$ cat config.mk
export PLATFORM = sky130hd
export DESIGN_NAME = fll
export DESIGN_NICKNAME = d
export VERILOG_FILES = /design/src/hdl/fll_ctrl_pkg.sv /design/src/hdl/fll_types_pkg.sv /design/src/hdl/fll.sv /design/src/hdl/fll_angle_divider.sv /design/src/hdl/fll_discriminator.sv /design/src/hdl/fll_loop_update.sv /design/src/hdl/fll_operand_trunc.sv
export VERILOG_INCLUDE_DIRS = /design/src /design/src/hdl
export SDC_FILE = /design/constraint.sdc
export NUM_CORES = 2
export LEC_CHECK = 0
export BUFFER_PORTS_ARGS = -buffer_cell sky130_fd_sc_hd__buf_2
export CAP_MARGIN = 10
export CORE_MARGIN = 2
export CORE_UTILIZATION = 52
export CTS_CLUSTER_SIZE = 24
export DETAILED_ROUTE_END_ITERATION = 6
export GPL_TIMING_DRIVEN = 0
export PLACE_DENSITY = 0.7
export SETUP_SLACK_MARGIN = 0.5
export SLEW_MARGIN = 10
export SYNTH_ARGS = -nofsm -noshare
export SYNTH_HDL_FRONTEND = slang
export SYNTH_SLANG_ARGS = --single-unit
export TNS_END_PERCENT = 30
$ cat constraint.sdc
create_clock -name clk -period 6.6 [get_ports clk]
set_input_delay 1.98 -clock clk [delete_from_list [all_inputs] [get_ports clk]]
set_output_delay 1.98 -clock clk [all_outputs]
set_load 0.02 [all_outputs]
$ cat src/hdl/fll_config.svh
`ifndef FLL_CONFIG_SVH
`define FLL_CONFIG_SVH

// Correlator history widths.
`define FLL_IQ_WIDTH 18
`define FLL_ACC_WIDTH 19

// Smart truncation and angle division.
`define FLL_OP_WIDTH 12
`define FLL_SHIFT_WIDTH 5
`define FLL_ANGLE_SHIFT 8
`define FLL_QUO_WIDTH 16
`define FLL_DIV_COUNT_WIDTH 4

// Loop state widths.
`define FLL_W_DF_WIDTH 24
`define FLL_W_DF_DOT_WIDTH 20
`define FLL_INC_WIDTH 28

// Loop constants, all unsigned.
`define FLL_CONST_WIDTH 12
`define FLL_A 12'd410
`define FLL_B 12'd1843
`define FLL_T 12'd1000
`define FLL_W_DF_TO_INC 12'd2851

// Right shifts after each constant product.
`define FLL_CONST_SHIFT 10
`define FLL_PER_SHIFT 10
`define FLL_INC_SHIFT 4

// Channel tag.
`define FLL_TAG_WIDTH 6

// Accepted start to o_starting, in clk cycles.
`define FLL_STARTING_DELAY 5

`endif

$ cat src/hdl/fll_ctrl_pkg.sv
package fll_ctrl_pkg;

   // Smart truncation sequencer.
   typedef enum logic [2:0] {
      TRUNC_IDLE, TRUNC_ENC, TRUNC_IQ, TRUNC_K, TRUNC_KM1, TRUNC_DONE
   } trunc_state_t;

   // Numerator/denominator sequencer.
   typedef enum logic [2:0] {
      DISC_IDLE, DISC_MULT_0, DISC_MULT_1, DISC_MULT_2,
      DISC_MULT_3, DISC_MULT_4, DISC_MULT_5
   } disc_state_t;

   // Loop update sequencer.
   typedef enum logic [3:0] {
      UPD_IDLE, UPD_W_DF_0, UPD_W_DF_1, UPD_W_DF_2, UPD_W_DF_DOT_0,
      UPD_W_DF_DOT_1, UPD_INC_0, UPD_INC_1, UPD_DONE
   } update_state_t;

endpackage

$ cat src/hdl/fll_types_pkg.sv
`include "fll_config.svh"

package fll_types_pkg;

   // Prompt correlator history.
   typedef logic [`FLL_IQ_WIDTH-1:0] iq_t;
   typedef logic signed [`FLL_ACC_WIDTH-1:0] acc_t;

   // Truncated operands and shift amount.
   typedef logic signed [`FLL_OP_WIDTH-1:0] op_t;
   typedef logic [`FLL_SHIFT_WIDTH-1:0] shift_t;

   // Division operands and result.
   // Numerator carries a sign bit plus the angle shift.
   typedef logic signed [2*`FLL_OP_WIDTH+`FLL_ANGLE_SHIFT:0] num_t;
   typedef logic [2*`FLL_OP_WIDTH-1:0] den_t;
   typedef logic [`FLL_QUO_WIDTH-1:0] quo_t;

   // Loop state.
   typedef logic signed [`FLL_W_DF_WIDTH-1:0] w_df_t;
   typedef logic signed [`FLL_W_DF_DOT_WIDTH-1:0] w_df_dot_t;
   typedef logic signed [`FLL_INC_WIDTH-1:0] inc_t;

   // Channel tag.
   typedef logic [`FLL_TAG_WIDTH-1:0] tag_t;

endpackage

$ cat src/hdl/fll.sv
`timescale 1ns/1ps

module fll
   import fll_types_pkg::*;
(
   input  logic      clk,
   input  logic      reset,
   input  logic      i_start,
   input  tag_t      i_tag,
   input  iq_t       i_iq_prompt_k,
   input  iq_t       i_iq_prompt_km1,
   input  acc_t      i_i_prompt_k,
   input  acc_t      i_q_prompt_k,
   input  acc_t      i_i_prompt_km1,
   input  acc_t      i_q_prompt_km1,
   input  w_df_t     i_w_df_k,
   input  w_df_dot_t i_w_df_dot_k,
   output logic      o_starting,
   output logic      o_result_ready,
   output tag_t      o_result_tag,
   output inc_t      o_doppler_inc_kp1,
   output w_df_t     o_w_df_kp1,
   output w_df_dot_t o_w_df_dot_kp1
);

   logic idle;
   logic start_ok;
   logic operands_valid;
   op_t  op_iq_k;
   op_t  op_iq_km1;
   op_t  op_i_k;
   op_t  op_q_k;
   op_t  op_i_km1;
   op_t  op_q_km1;
   logic div_start;
   num_t num_abs;
   logic num_sign;
   den_t den;
   logic dtheta_valid;
   quo_t dtheta;

   // One update in flight, a start while busy is dropped.
   assign start_ok = i_start && idle;

   always_ff @(posedge clk) begin
      if (reset) begin
         idle <= 1'b1;
      end else if (o_result_ready) begin
         idle <= 1'b1;
      end else if (start_ok) begin
         idle <= 1'b0;
      end
   end

   always_ff @(posedge clk) begin
      if (start_ok) begin
         o_result_tag <= i_tag;
      end
   end

   fll_operand_trunc u_trunc (
      .clk(clk), .reset(reset), .i_start(start_ok),
      .i_iq_k(i_iq_prompt_k), .i_iq_km1(i_iq_prompt_km1),
      .i_i_k(i_i_prompt_k), .i_q_k(i_q_prompt_k),
      .i_i_km1(i_i_prompt_km1), .i_q_km1(i_q_prompt_km1),
      .o_starting(o_starting), .o_operands_valid(operands_valid),
      .o_iq_k(op_iq_k), .o_iq_km1(op_iq_km1), .o_i_k(op_i_k),
      .o_q_k(op_q_k), .o_i_km1(op_i_km1), .o_q_km1(op_q_km1)
   );

   fll_discriminator u_disc (
      .clk(clk), .reset(reset), .i_operands_valid(operands_valid),
      .i_iq_k(op_iq_k), .i_iq_km1(op_iq_km1), .i_i_k(op_i_k),
      .i_q_k(op_q_k), .i_i_km1(op_i_km1), .i_q_km1(op_q_km1),
      .o_div_start(div_start), .o_num_abs(num_abs),
      .o_num_sign(num_sign), .o_den(den)
   );

   fll_angle_divider u_div (
      .clk(clk), .reset(reset), .i_div_start(div_start),
      .i_num_abs(num_abs), .i_den(den),
      .o_dtheta_valid(dtheta_valid), .o_dtheta(dtheta)
   );

   fll_loop_update u_update (
      .clk(clk), .reset(reset), .i_dtheta_valid(dtheta_valid),
      .i_dtheta(dtheta), .i_dtheta_sign(num_sign),
      .i_w_df_k(i_w_df_k), .i_w_df_dot_k(i_w_df_dot_k),
      .o_result_ready(o_result_ready), .o_w_df_kp1(o_w_df_kp1),
      .o_w_df_dot_kp1(o_w_df_dot_kp1), .o_doppler_inc_kp1(o_doppler_inc_kp1)
   );

endmodule

$ cat src/hdl/fll_angle_divider.sv
`timescale 1ns/1ps
`include "fll_config.svh"

module fll_angle_divider
   import fll_types_pkg::*;
(
   input  logic clk,
   input  logic reset,
   input  logic i_div_start,
   input  num_t i_num_abs,
   input  den_t i_den,
   output logic o_dtheta_valid,
   output quo_t o_dtheta
);

   localparam int NUM_W = $bits(num_t);
   localparam int SH_W  = $bits(den_t) + `FLL_QUO_WIDTH - 1;

   logic                            busy;
   logic [`FLL_DIV_COUNT_WIDTH-1:0] count;
   logic [NUM_W-1:0]                rem;
   logic [SH_W-1:0]                 div_sh;
   quo_t                            quo_acc;
   logic                            den_zero;
   logic                            q_bit;
   logic [NUM_W-1:0]                rem_next;

   // Trial subtraction of the divisor aligned to the current bit.
   assign q_bit    = {{(SH_W-NUM_W){1'b0}}, rem} >= div_sh;
   assign rem_next = q_bit ? rem - div_sh[NUM_W-1:0] : rem;

   always_ff @(posedge clk) begin
      if (reset) begin
         busy           <= 1'b0;
         o_dtheta_valid <= 1'b0;
      end else begin
         o_dtheta_valid <= busy && (count == '0);
         if (i_div_start) begin
            busy <= 1'b1;
         end else if (count == '0) begin
            busy <= 1'b0;
         end
      end
   end

   always_ff @(posedge clk) begin
      if (i_div_start) begin
         rem      <= i_num_abs;
         div_sh   <= {i_den, {(`FLL_QUO_WIDTH-1){1'b0}}};
         count    <= `FLL_DIV_COUNT_WIDTH'(`FLL_QUO_WIDTH - 1);
         quo_acc  <= '0;
         den_zero <= (i_den == '0);
      end else if (busy) begin
         rem     <= rem_next;
         div_sh  <= div_sh >> 1;
         count   <= count - 1'b1;
         quo_acc <= {quo_acc[`FLL_QUO_WIDTH-2:0], q_bit};
         // Last bit, the angle is zero for a zero divisor.
         if (count == '0) begin
            o_dtheta <= den_zero ? '0 : {quo_acc[`FLL_QUO_WIDTH-2:0], q_bit};
         end
      end
   end

endmodule

$ cat src/hdl/fll_discriminator.sv
`timescale 1ns/1ps
`include "fll_config.svh"

module fll_discriminator
   import fll_types_pkg::*;
   import fll_ctrl_pkg::*;
(
   input  logic clk,
   input  logic reset,
   input  logic i_operands_valid,
   input  op_t  i_iq_k,
   input  op_t  i_iq_km1,
   input  op_t  i_i_k,
   input  op_t  i_q_k,
   input  op_t  i_i_km1,
   input  op_t  i_q_km1,
   output logic o_div_start,
   output num_t o_num_abs,
   output logic o_num_sign,
   output den_t o_den
);

   localparam int NUM_MSB = $bits(num_t) - 1;

   disc_state_t                      state;
   op_t                              mult_a;
   op_t                              mult_b;
   logic signed [2*`FLL_OP_WIDTH-1:0] mult_p;
   num_t                             num_acc;

   // Shared multiplier, registered operands and product.
   // A product is read two states after its operands are loaded.
   always_ff @(posedge clk) begin
      mult_p <= mult_a * mult_b;
   end

   always_ff @(posedge clk) begin
      if (reset) begin
         state       <= DISC_IDLE;
         o_div_start <= 1'b0;
      end else begin
         o_div_start <= (state == DISC_MULT_5);
         case (state)
            DISC_IDLE:   state <= i_operands_valid ? DISC_MULT_0 : DISC_IDLE;
            DISC_MULT_0: state <= DISC_MULT_1;
            DISC_MULT_1: state <= DISC_MULT_2;
            DISC_MULT_2: state <= DISC_MULT_3;
            DISC_MULT_3: state <= DISC_MULT_4;
            DISC_MULT_4: state <= DISC_MULT_5;
            default:     state <= DISC_IDLE;
         endcase
      end
   end

   //////////////////////////////////////////////////////////////////////
   // Numerator Q_k*I_km1 - I_k*Q_km1, denominator IQ_k*IQ_km1
   //////////////////////////////////////////////////////////////////////

   always_ff @(posedge clk) begin
      case (state)
         DISC_MULT_0: begin
            mult_a <= i_q_k;
            mult_b <= i_i_km1;
         end
         DISC_MULT_1: begin
            mult_a <= i_i_k;
            mult_b <= i_q_km1;
         end
         DISC_MULT_2: begin
            mult_a  <= i_iq_k;
            mult_b  <= i_iq_km1;
            num_acc <= num_t'(mult_p) <<< `FLL_ANGLE_SHIFT;
         end
         DISC_MULT_3: begin
            num_acc <= num_acc - (num_t'(mult_p) <<< `FLL_ANGLE_SHIFT);
         end
         // Both magnitudes are non-negative.
         DISC_MULT_4: o_den <= den_t'(mult_p);
         DISC_MULT_5: begin
            o_num_sign <= num_acc[NUM_MSB];
            o_num_abs  <= num_acc[NUM_MSB] ? -num_acc : num_acc;
         end
         default: ;
      endcase
   end

endmodule

$ cat src/hdl/fll_loop_update.sv
`timescale 1ns/1ps
`include "fll_config.svh"

module fll_loop_update
   import fll_types_pkg::*;
   import fll_ctrl_pkg::*;
(
   input  logic      clk,
   input  logic      reset,
   input  logic      i_dtheta_valid,
   input  quo_t      i_dtheta,
   input  logic      i_dtheta_sign,
   input  w_df_t     i_w_df_k,
   input  w_df_dot_t i_w_df_dot_k,
   output logic      o_result_ready,
   output w_df_t     o_w_df_kp1,
   output w_df_dot_t o_w_df_dot_kp1,
   output inc_t      o_doppler_inc_kp1
);

   localparam int B_W = `FLL_W_DF_WIDTH;

   update_state_t                           state;
   quo_t                                    dtheta_q;
   logic                                    dtheta_sign_q;
   logic [`FLL_CONST_WIDTH-1:0]             mult_a;
   logic [B_W-1:0]                          mult_b;
   logic [`FLL_CONST_WIDTH+B_W-1:0]         mult_p;
   logic [`FLL_W_DF_DOT_WIDTH-1:0]          w_df_dot_abs;
   logic [B_W-1:0]                          w_df_abs;
   w_df_t                                   w_df_acc;
   w_df_dot_t                               w_df_dot_acc;
   w_df_t                                   per_term;
   w_df_t                                   b_term;
   w_df_dot_t                               a_term;
   inc_t                                    inc_term;

   assign w_df_dot_abs = i_w_df_dot_k[`FLL_W_DF_DOT_WIDTH-1] ? -i_w_df_dot_k : i_w_df_dot_k;
   assign w_df_abs     = w_df_acc[B_W-1] ? -w_df_acc : w_df_acc;

   // Shifted magnitudes, cut to the width of their target.
   assign per_term = w_df_t'(mult_p >> `FLL_PER_SHIFT);
   assign b_term   = w_df_t'(mult_p >> `FLL_CONST_SHIFT);
   assign a_term   = w_df_dot_t'(mult_p >> `FLL_CONST_SHIFT);
   assign inc_term = inc_t'(mult_p >> `FLL_INC_SHIFT);

   // Unsigned constant multiplier, two cycles from operands to product.
   always_ff @(posedge clk) begin
      mult_p <= mult_a * mult_b;
   end

   always_ff @(posedge clk) begin
      if (reset) begin
         state <= UPD_IDLE;
      end else begin
         case (state)
            UPD_IDLE:       state <= i_dtheta_valid ? UPD_W_DF_0 : UPD_IDLE;
            UPD_W_DF_0:     state <= UPD_W_DF_1;
            UPD_W_DF_1:     state <= UPD_W_DF_2;
            UPD_W_DF_2:     state <= UPD_W_DF_DOT_0;
            UPD_W_DF_DOT_0: state <= UPD_W_DF_DOT_1;
            UPD_W_DF_DOT_1: state <= UPD_INC_0;
            UPD_INC_0:      state <= UPD_INC_1;
            UPD_INC_1:      state <= UPD_DONE;
            default:        state <= UPD_IDLE;
         endcase
      end
   end

   //////////////////////////////////////////////////////////////////////
   // Sign-magnitude steps of the second-order loop
   //////////////////////////////////////////////////////////////////////

   always_ff @(posedge clk) begin
      case (state)
         UPD_IDLE: begin
            dtheta_q      <= i_dtheta;
            dtheta_sign_q <= i_dtheta_sign;
         end
         UPD_W_DF_0: begin
            mult_a <= `FLL_T;
            mult_b <= {{(B_W-`FLL_W_DF_DOT_WIDTH){1'b0}}, w_df_dot_abs};
         end
         UPD_W_DF_1: begin
            mult_a <= `FLL_B;
            mult_b <= {{(B_W-`FLL_QUO_WIDTH){1'b0}}, dtheta_q};
         end
         UPD_W_DF_2: begin
            mult_a   <= `FLL_A;
            mult_b   <= {{(B_W-`FLL_QUO_WIDTH){1'b0}}, dtheta_q};
            w_df_acc <= i_w_df_dot_k[`FLL_W_DF_DOT_WIDTH-1] ?
                        i_w_df_k - per_term : i_w_df_k + per_term;
         end
         UPD_W_DF_DOT_0: begin
            w_df_acc <= dtheta_sign_q ? w_df_acc - b_term : w_df_acc + b_term;
         end
         // Frequency is final here, start the increment conversion.
         UPD_W_DF_DOT_1: begin
            mult_a       <= `FLL_W_DF_TO_INC;
            mult_b       <= w_df_abs;
            w_df_dot_acc <= dtheta_sign_q ? i_w_df_dot_k - a_term : i_w_df_dot_k + a_term;
         end
         UPD_INC_1: begin
            o_w_df_kp1        <= w_df_acc;
            o_w_df_dot_kp1    <= w_df_dot_acc;
            o_doppler_inc_kp1 <= w_df_acc[B_W-1] ? -inc_term : inc_term;
         end
         default: ;
      endcase
   end

   assign o_result_ready = (state == UPD_DONE);

endmodule

$ cat src/hdl/fll_operand_trunc.sv
`timescale 1ns/1ps
`include "fll_config.svh"

module fll_operand_trunc
   import fll_types_pkg::*;
   import fll_ctrl_pkg::*;
(
   input  logic clk,
   input  logic reset,
   input  logic i_start,
   input  iq_t  i_iq_k,
   input  iq_t  i_iq_km1,
   input  acc_t i_i_k,
   input  acc_t i_q_k,
   input  acc_t i_i_km1,
   input  acc_t i_q_km1,
   output logic o_starting,
   output logic o_operands_valid,
   output op_t  o_iq_k,
   output op_t  o_iq_km1,
   output op_t  o_i_k,
   output op_t  o_q_k,
   output op_t  o_i_km1,
   output op_t  o_q_km1
);

   // Keep the bits just below the MSB, sign-extended by the shift.
   function automatic op_t trunc_op(input acc_t value, input shift_t shift);
      acc_t shifted;
      shifted = value >>> shift;
      return shifted[`FLL_OP_WIDTH-1:0];
   endfunction

   trunc_state_t state;
   iq_t          iq_max;
   shift_t       msb_idx;
   shift_t       shift_next;
   shift_t       shift_q;
   acc_t         trunc0_in;
   acc_t         trunc1_in;
   op_t          trunc0_out;
   op_t          trunc1_out;

   //////////////////////////////////////////////////////////////////////
   // Priority encode of the larger magnitude
   //////////////////////////////////////////////////////////////////////

   always_comb begin
      iq_max = (i_iq_k > i_iq_km1) ? i_iq_k : i_iq_km1;
      msb_idx = '0;
      for (int b = 0; b < `FLL_IQ_WIDTH; b++) begin
         if (iq_max[b]) begin
            msb_idx = shift_t'(b);
         end
      end
   end

   // Leave one spare bit above the MSB for the sign.
   assign shift_next = (int'(msb_idx) + 2 > `FLL_OP_WIDTH) ?
                       shift_t'(int'(msb_idx) + 2 - `FLL_OP_WIDTH) : '0;

   //////////////////////////////////////////////////////////////////////
   // Two shared truncators, stepped by pairs
   //////////////////////////////////////////////////////////////////////

   always_comb begin
      case (state)
         TRUNC_K: begin
            trunc0_in = i_i_k;
            trunc1_in = i_q_k;
         end
         TRUNC_KM1: begin
            trunc0_in = i_i_km1;
            trunc1_in = i_q_km1;
         end
         // Magnitudes are unsigned, so zero-extend.
         default: begin
            trunc0_in = acc_t'({1'b0, i_iq_k});
            trunc1_in = acc_t'({1'b0, i_iq_km1});
         end
      endcase
   end

   assign trunc0_out = trunc_op(trunc0_in, shift_q);
   assign trunc1_out = trunc_op(trunc1_in, shift_q);

   always_ff @(posedge clk) begin
      if (reset) begin
         state <= TRUNC_IDLE;
      end else begin
         case (state)
            TRUNC_IDLE: state <= i_start ? TRUNC_ENC : TRUNC_IDLE;
            TRUNC_ENC:  state <= TRUNC_IQ;
            TRUNC_IQ:   state <= TRUNC_K;
            TRUNC_K:    state <= TRUNC_KM1;
            TRUNC_KM1:  state <= TRUNC_DONE;
            default:    state <= TRUNC_IDLE;
         endcase
      end
   end

   always_ff @(posedge clk) begin
      case (state)
         TRUNC_ENC: shift_q <= shift_next;
         TRUNC_IQ: begin
            o_iq_k   <= trunc0_out;
            o_iq_km1 <= trunc1_out;
         end
         TRUNC_K: begin
            o_i_k <= trunc0_out;
            o_q_k <= trunc1_out;
         end
         TRUNC_KM1: begin
            o_i_km1 <= trunc0_out;
            o_q_km1 <= trunc1_out;
         end
         default: ;
      endcase
   end

   // Inputs are no longer read once all three pairs are stored.
   assign o_operands_valid = (state == TRUNC_DONE);
   assign o_starting       = (state == TRUNC_DONE);

endmodule

==> results.json <==
{
  "status": "complete, no violations",
  "wirelength_mm": 113.7,
  "syn_inst": 4134,
  "synth_cell_types": 75,
  "grt_pass1_vias": 32172,
  "drv_slew": 0,
  "pwr-share-comb_pct": 19.8,
  "synth_nets": 4920,
  "tightest_slew_ps": 1217,
  "ys_seq_area_share_pct": 35.02,
  "startpoint_type": "register",
  "yosys_warnings": 0,
  "relSlewSlack_pct": 18.68,
  "worstReg2RegStart": "u_update.mult_a[9]$_SDFFCE_PP1P_",
  "startpoint": "u_update.mult_a[9]$_SDFFCE_PP1P_",
  "pwr-share-clk_pct": 37.2,
  "synth_edf_count": 421,
  "die_h_um": 288.0,
  "vdd_drop_max_v": 0.0002345,
  "final_cells": 5585,
  "rsz0062_at_grt": "yes",
  "ys_dominant_reg_cell": "edfxtp_1",
  "period_share_pct": 93.08,
  "fin_nets": 5256,
  "cts_root_buf": "clkbuf_16",
  "ioPinCount": 245,
  "arrival_ps": 6650,
  "clkSinkCount": 523,
  "syn_area_per_cell_um2": 10.14,
  "min-delay-path-class": "reg2reg",
  "pwr-share-seq_pct": 43.0,
  "layout-drive-gt1-share_pct": 10.75,
  "rows": 104,
  "p_sw_w": 0.002554,
  "gp_congestion": 0.9483,
  "numCtsBuffers": 58,
  "ctsHoldBuffers": 0,
  "power_w": 0.008875,
  "clk_path_buf_depth": 3,
  "power.density_mw_per_mm2": 188.5,
  "async_flop_share_pct": 0,
  "dp_hpwl_mm": 91.47,
  "grt_max_degree": 56,
  "initial_core_util_pct": 52.31,
  "crit_required_ps": 7110,
  "fin_crit_ps": 6143,
  "reg2reg_setup_slack_ps": 460,
  "dp_cells": 5450,
  "fp.dieW_um": 288.0,
  "intPower_w": 0.006321,
  "drt_iter0_markers": 2341,
  "viasPerCell": 5.625,
  "dieArea_mm2": 0.08292,
  "ys_ff_latch": 523,
  "cp_max_fo": 5,
  "rr_endpoint": "u_update.mult_p[32]$_DFF_P_",
  "clock_latency_ps": 650,
  "routed-via-count": 31413,
  "grt_pass1_wl_mm": 178.1,
  "critPathKind": "reg2reg",
  "r2r_cells": 21,
  "end_kind": "register",
  "htreeDepth": 2,
  "drtAntennaViolNets": 0,
  "clk_pin_slew_ps": 70,
  "max_clock_freq_mhz": 162.8,
  "drv_cap": 0,
  "p_leak_nw": 20.02,
  "synth_area_mm2": 0.04193,
  "syn_to_final_growth_pct": 12.26,
  "first_pass_iters": 6,
  "grt_antenna_before_repair": 6,
  "coreArea_mm2": 0.08016,
  "hold_viol_final": 0,
  "portBuffers": 244,
  "sw_frac_of_total_pct": 28.78,
  "clock_skew_ps": 36.84,
  "wl_per_cell_um": 20.36,
  "track_usage_pct": 27.78,
  "grt_overflow": 0,
  "final-setup-viol-count": 0,
  "cts_tree": "built",
  "endpoint": "u_update.mult_p[32]$_DFF_P_",
  "drc": 0
}
## metrics by stage
stage / worst slack (ps) / setup TNS [ps] / hold slack (ps) / cell area [um2] / utilization (%)
6_report: 456.8 / 0 / 411.7 / 47070 / 58.72
5_1_grt: 289.2 / 0 / 422.3 / 47060 / 58.71
4_1_cts: 401.4 / 0 / 415.2 / 46960 / 58.58
3_5_place_dp: -507.7 / -979.1 / 405.4 / 44690 / 55.75
3_3_place_gp: -519.9 / -990.4 / 400.8 / 44480 / 55.49
2_1_floorplan: 751.7 / 0 / 400.3 / 41930 / -
## critical path, stage by stage (launching register included)
cell and delay, ps:
edfxtp_1 540, buf_8 200, nand2_2 70, inv_1 70
fa_1 540, inv_1 60, fa_2 520, inv_1 50
fa_1 470, fa_1 520, fa_1 610, ha_4 220
a211o_1 290, or3_4 350, o32ai_4 120, a31oi_4 90
a21oi_4 250, o31ai_2 100, o41ai_2 290, o21bai_1 130
a221o_1 340, xor2_2 170
## cell families after synthesis
logic type | after synthesis | share of synthesized area (%)
compound gates | 758 | 11.67
xor+xnor | 305 | 6.371
fa+ha+maj | 621 | 24.58
buf+inv | 672 | 6.055
flops | 523 | 35.02
mux | 144 | 3.587
simple gates | 1111 | 12.72
## repair_timing
action,CTS,global route
setup buffers,16,4
pin swaps,17,13
endpoints found under the setup margin,14,12
resized for setup,60,40
## state kept, by name (all words and copies together) (netlist names), 15 cells and up
signal and cells:
u_div.o_dtheta 16, u_update.mult_p 30, u_update.o_w_df_kp1 24, u_disc.num_acc 25
u_disc.o_num_abs 25, u_div.quo_acc 15, u_disc.o_den 24, u_update.mult_b 24
u_update.o_w_df_dot_kp1 20, u_update.w_df_dot_acc 20, u_update.w_df_acc 24, u_update.o_doppler_inc_kp1 28
u_div.rem 33, u_disc.mult_p 24, u_update.dtheta_q 16, u_div.div_sh 39
## power groups by stage
stage                     clock [W]  sequential (W)  combinational [W]
after global placement            0         0.00388            0.00168
after global routing        0.00347         0.00382            0.00195
after detailed placement          0         0.00388            0.00171
after CTS                   0.00334         0.00381            0.00174
final                       0.00331         0.00381            0.00176
after floorplan                   0         0.00382            0.00123
## final cells by class
cell class / count / area (um2)
fillers: 6908 / 33090
multi-input cells: 2939 / 24950
flip-flops and latches: 523 / 14680
inverters: 510 / 1914
repair buffers: 276 / 1519
clock buffers: 66 / 1491
well taps: 1060 / 1326
plain buffers: 162 / 716.9
clock inverters: 44 / 452.9
diodes: 5 / 12.51
## synth_stat cells, drive strengths merged (100+ instances only)
master	count	area, um2
edfxtp	421	12640
a21oi	177	885.9
dfxtp	102	2042
o21ai	206	1031
inv	507	1903
and2	169	1060
clkbuf	135	506.7
ha	283	3541
xnor2	205	1795
xor2	100	875.8
mux2i	130	1301
fa	338	6766
nand2	411	1543
nor2	227	859.6
## metal layers
metal	wire (um)	track usage, %	up-vias	share of wire, %
met5	29	0	-	0.025
met4	4703	10.83	6	4.1
met3	6556	3.431	252	5.8
met2	56180	48.74	1078	49
met1	46260	34.92	15294	41
li1	-	-	14783	-
## layout by cell type, fill, tap and decap left out, types with 24 or more instances in the layout
| cell | n |
|---|---|
| o21bai_1 | 24 |
| clkbuf_16 | 58 |
| a211oi_1 | 25 |
| nor2b_1 | 41 |
| mux2i_1 | 130 |
| and2_1 | 168 |
| ha_1 | 276 |
| o31ai_1 | 33 |
| buf_2 | 254 |
| dfxtp_1 | 102 |
| nor2_1 | 223 |
| nor4_1 | 31 |
| inv_1 | 506 |
| a22o_1 | 62 |
| buf_4 | 25 |
| fa_1 | 334 |
| nand3_1 | 40 |
| o21ai_0 | 202 |
| nand2_1 | 408 |
| xnor2_1 | 204 |
| nand2b_1 | 44 |
| xor2_1 | 98 |
| nor3_1 | 59 |
| clkbuf_1 | 109 |
| a21o_1 | 58 |
| a21oi_1 | 174 |
| edfxtp_1 | 421 |
| o21a_1 | 31 |
## how the worst min path moves through the flow
stage / start / end / cells past startpoint
after floorplan: u_div.o_dtheta[0]$_SDFFCE_PP0P_ / u_update.dtheta_q[0]$_DFFE_PN_ / 0
after global placement: u_div.o_dtheta[0]$_SDFFCE_PP0P_ / u_update.dtheta_q[0]$_DFFE_PN_ / 0
after detailed placement: u_div.o_dtheta[11]$_SDFFCE_PP0P_ / u_update.dtheta_q[11]$_DFFE_PN_ / 0
after CTS: u_update.w_df_dot_acc[18]$_DFFE_PP_ / u_update.o_w_df_dot_kp1[18]$_DFFE_PP_ / 0
after global routing: u_div.o_dtheta[11]$_SDFFCE_PP0P_ / u_update.dtheta_q[11]$_DFFE_PN_ / 0
final: u_update.w_df_dot_acc[18]$_DFFE_PP_ / u_update.o_w_df_dot_kp1[18]$_DFFE_PP_ / 0
Power figures use the tool's default switching activity.
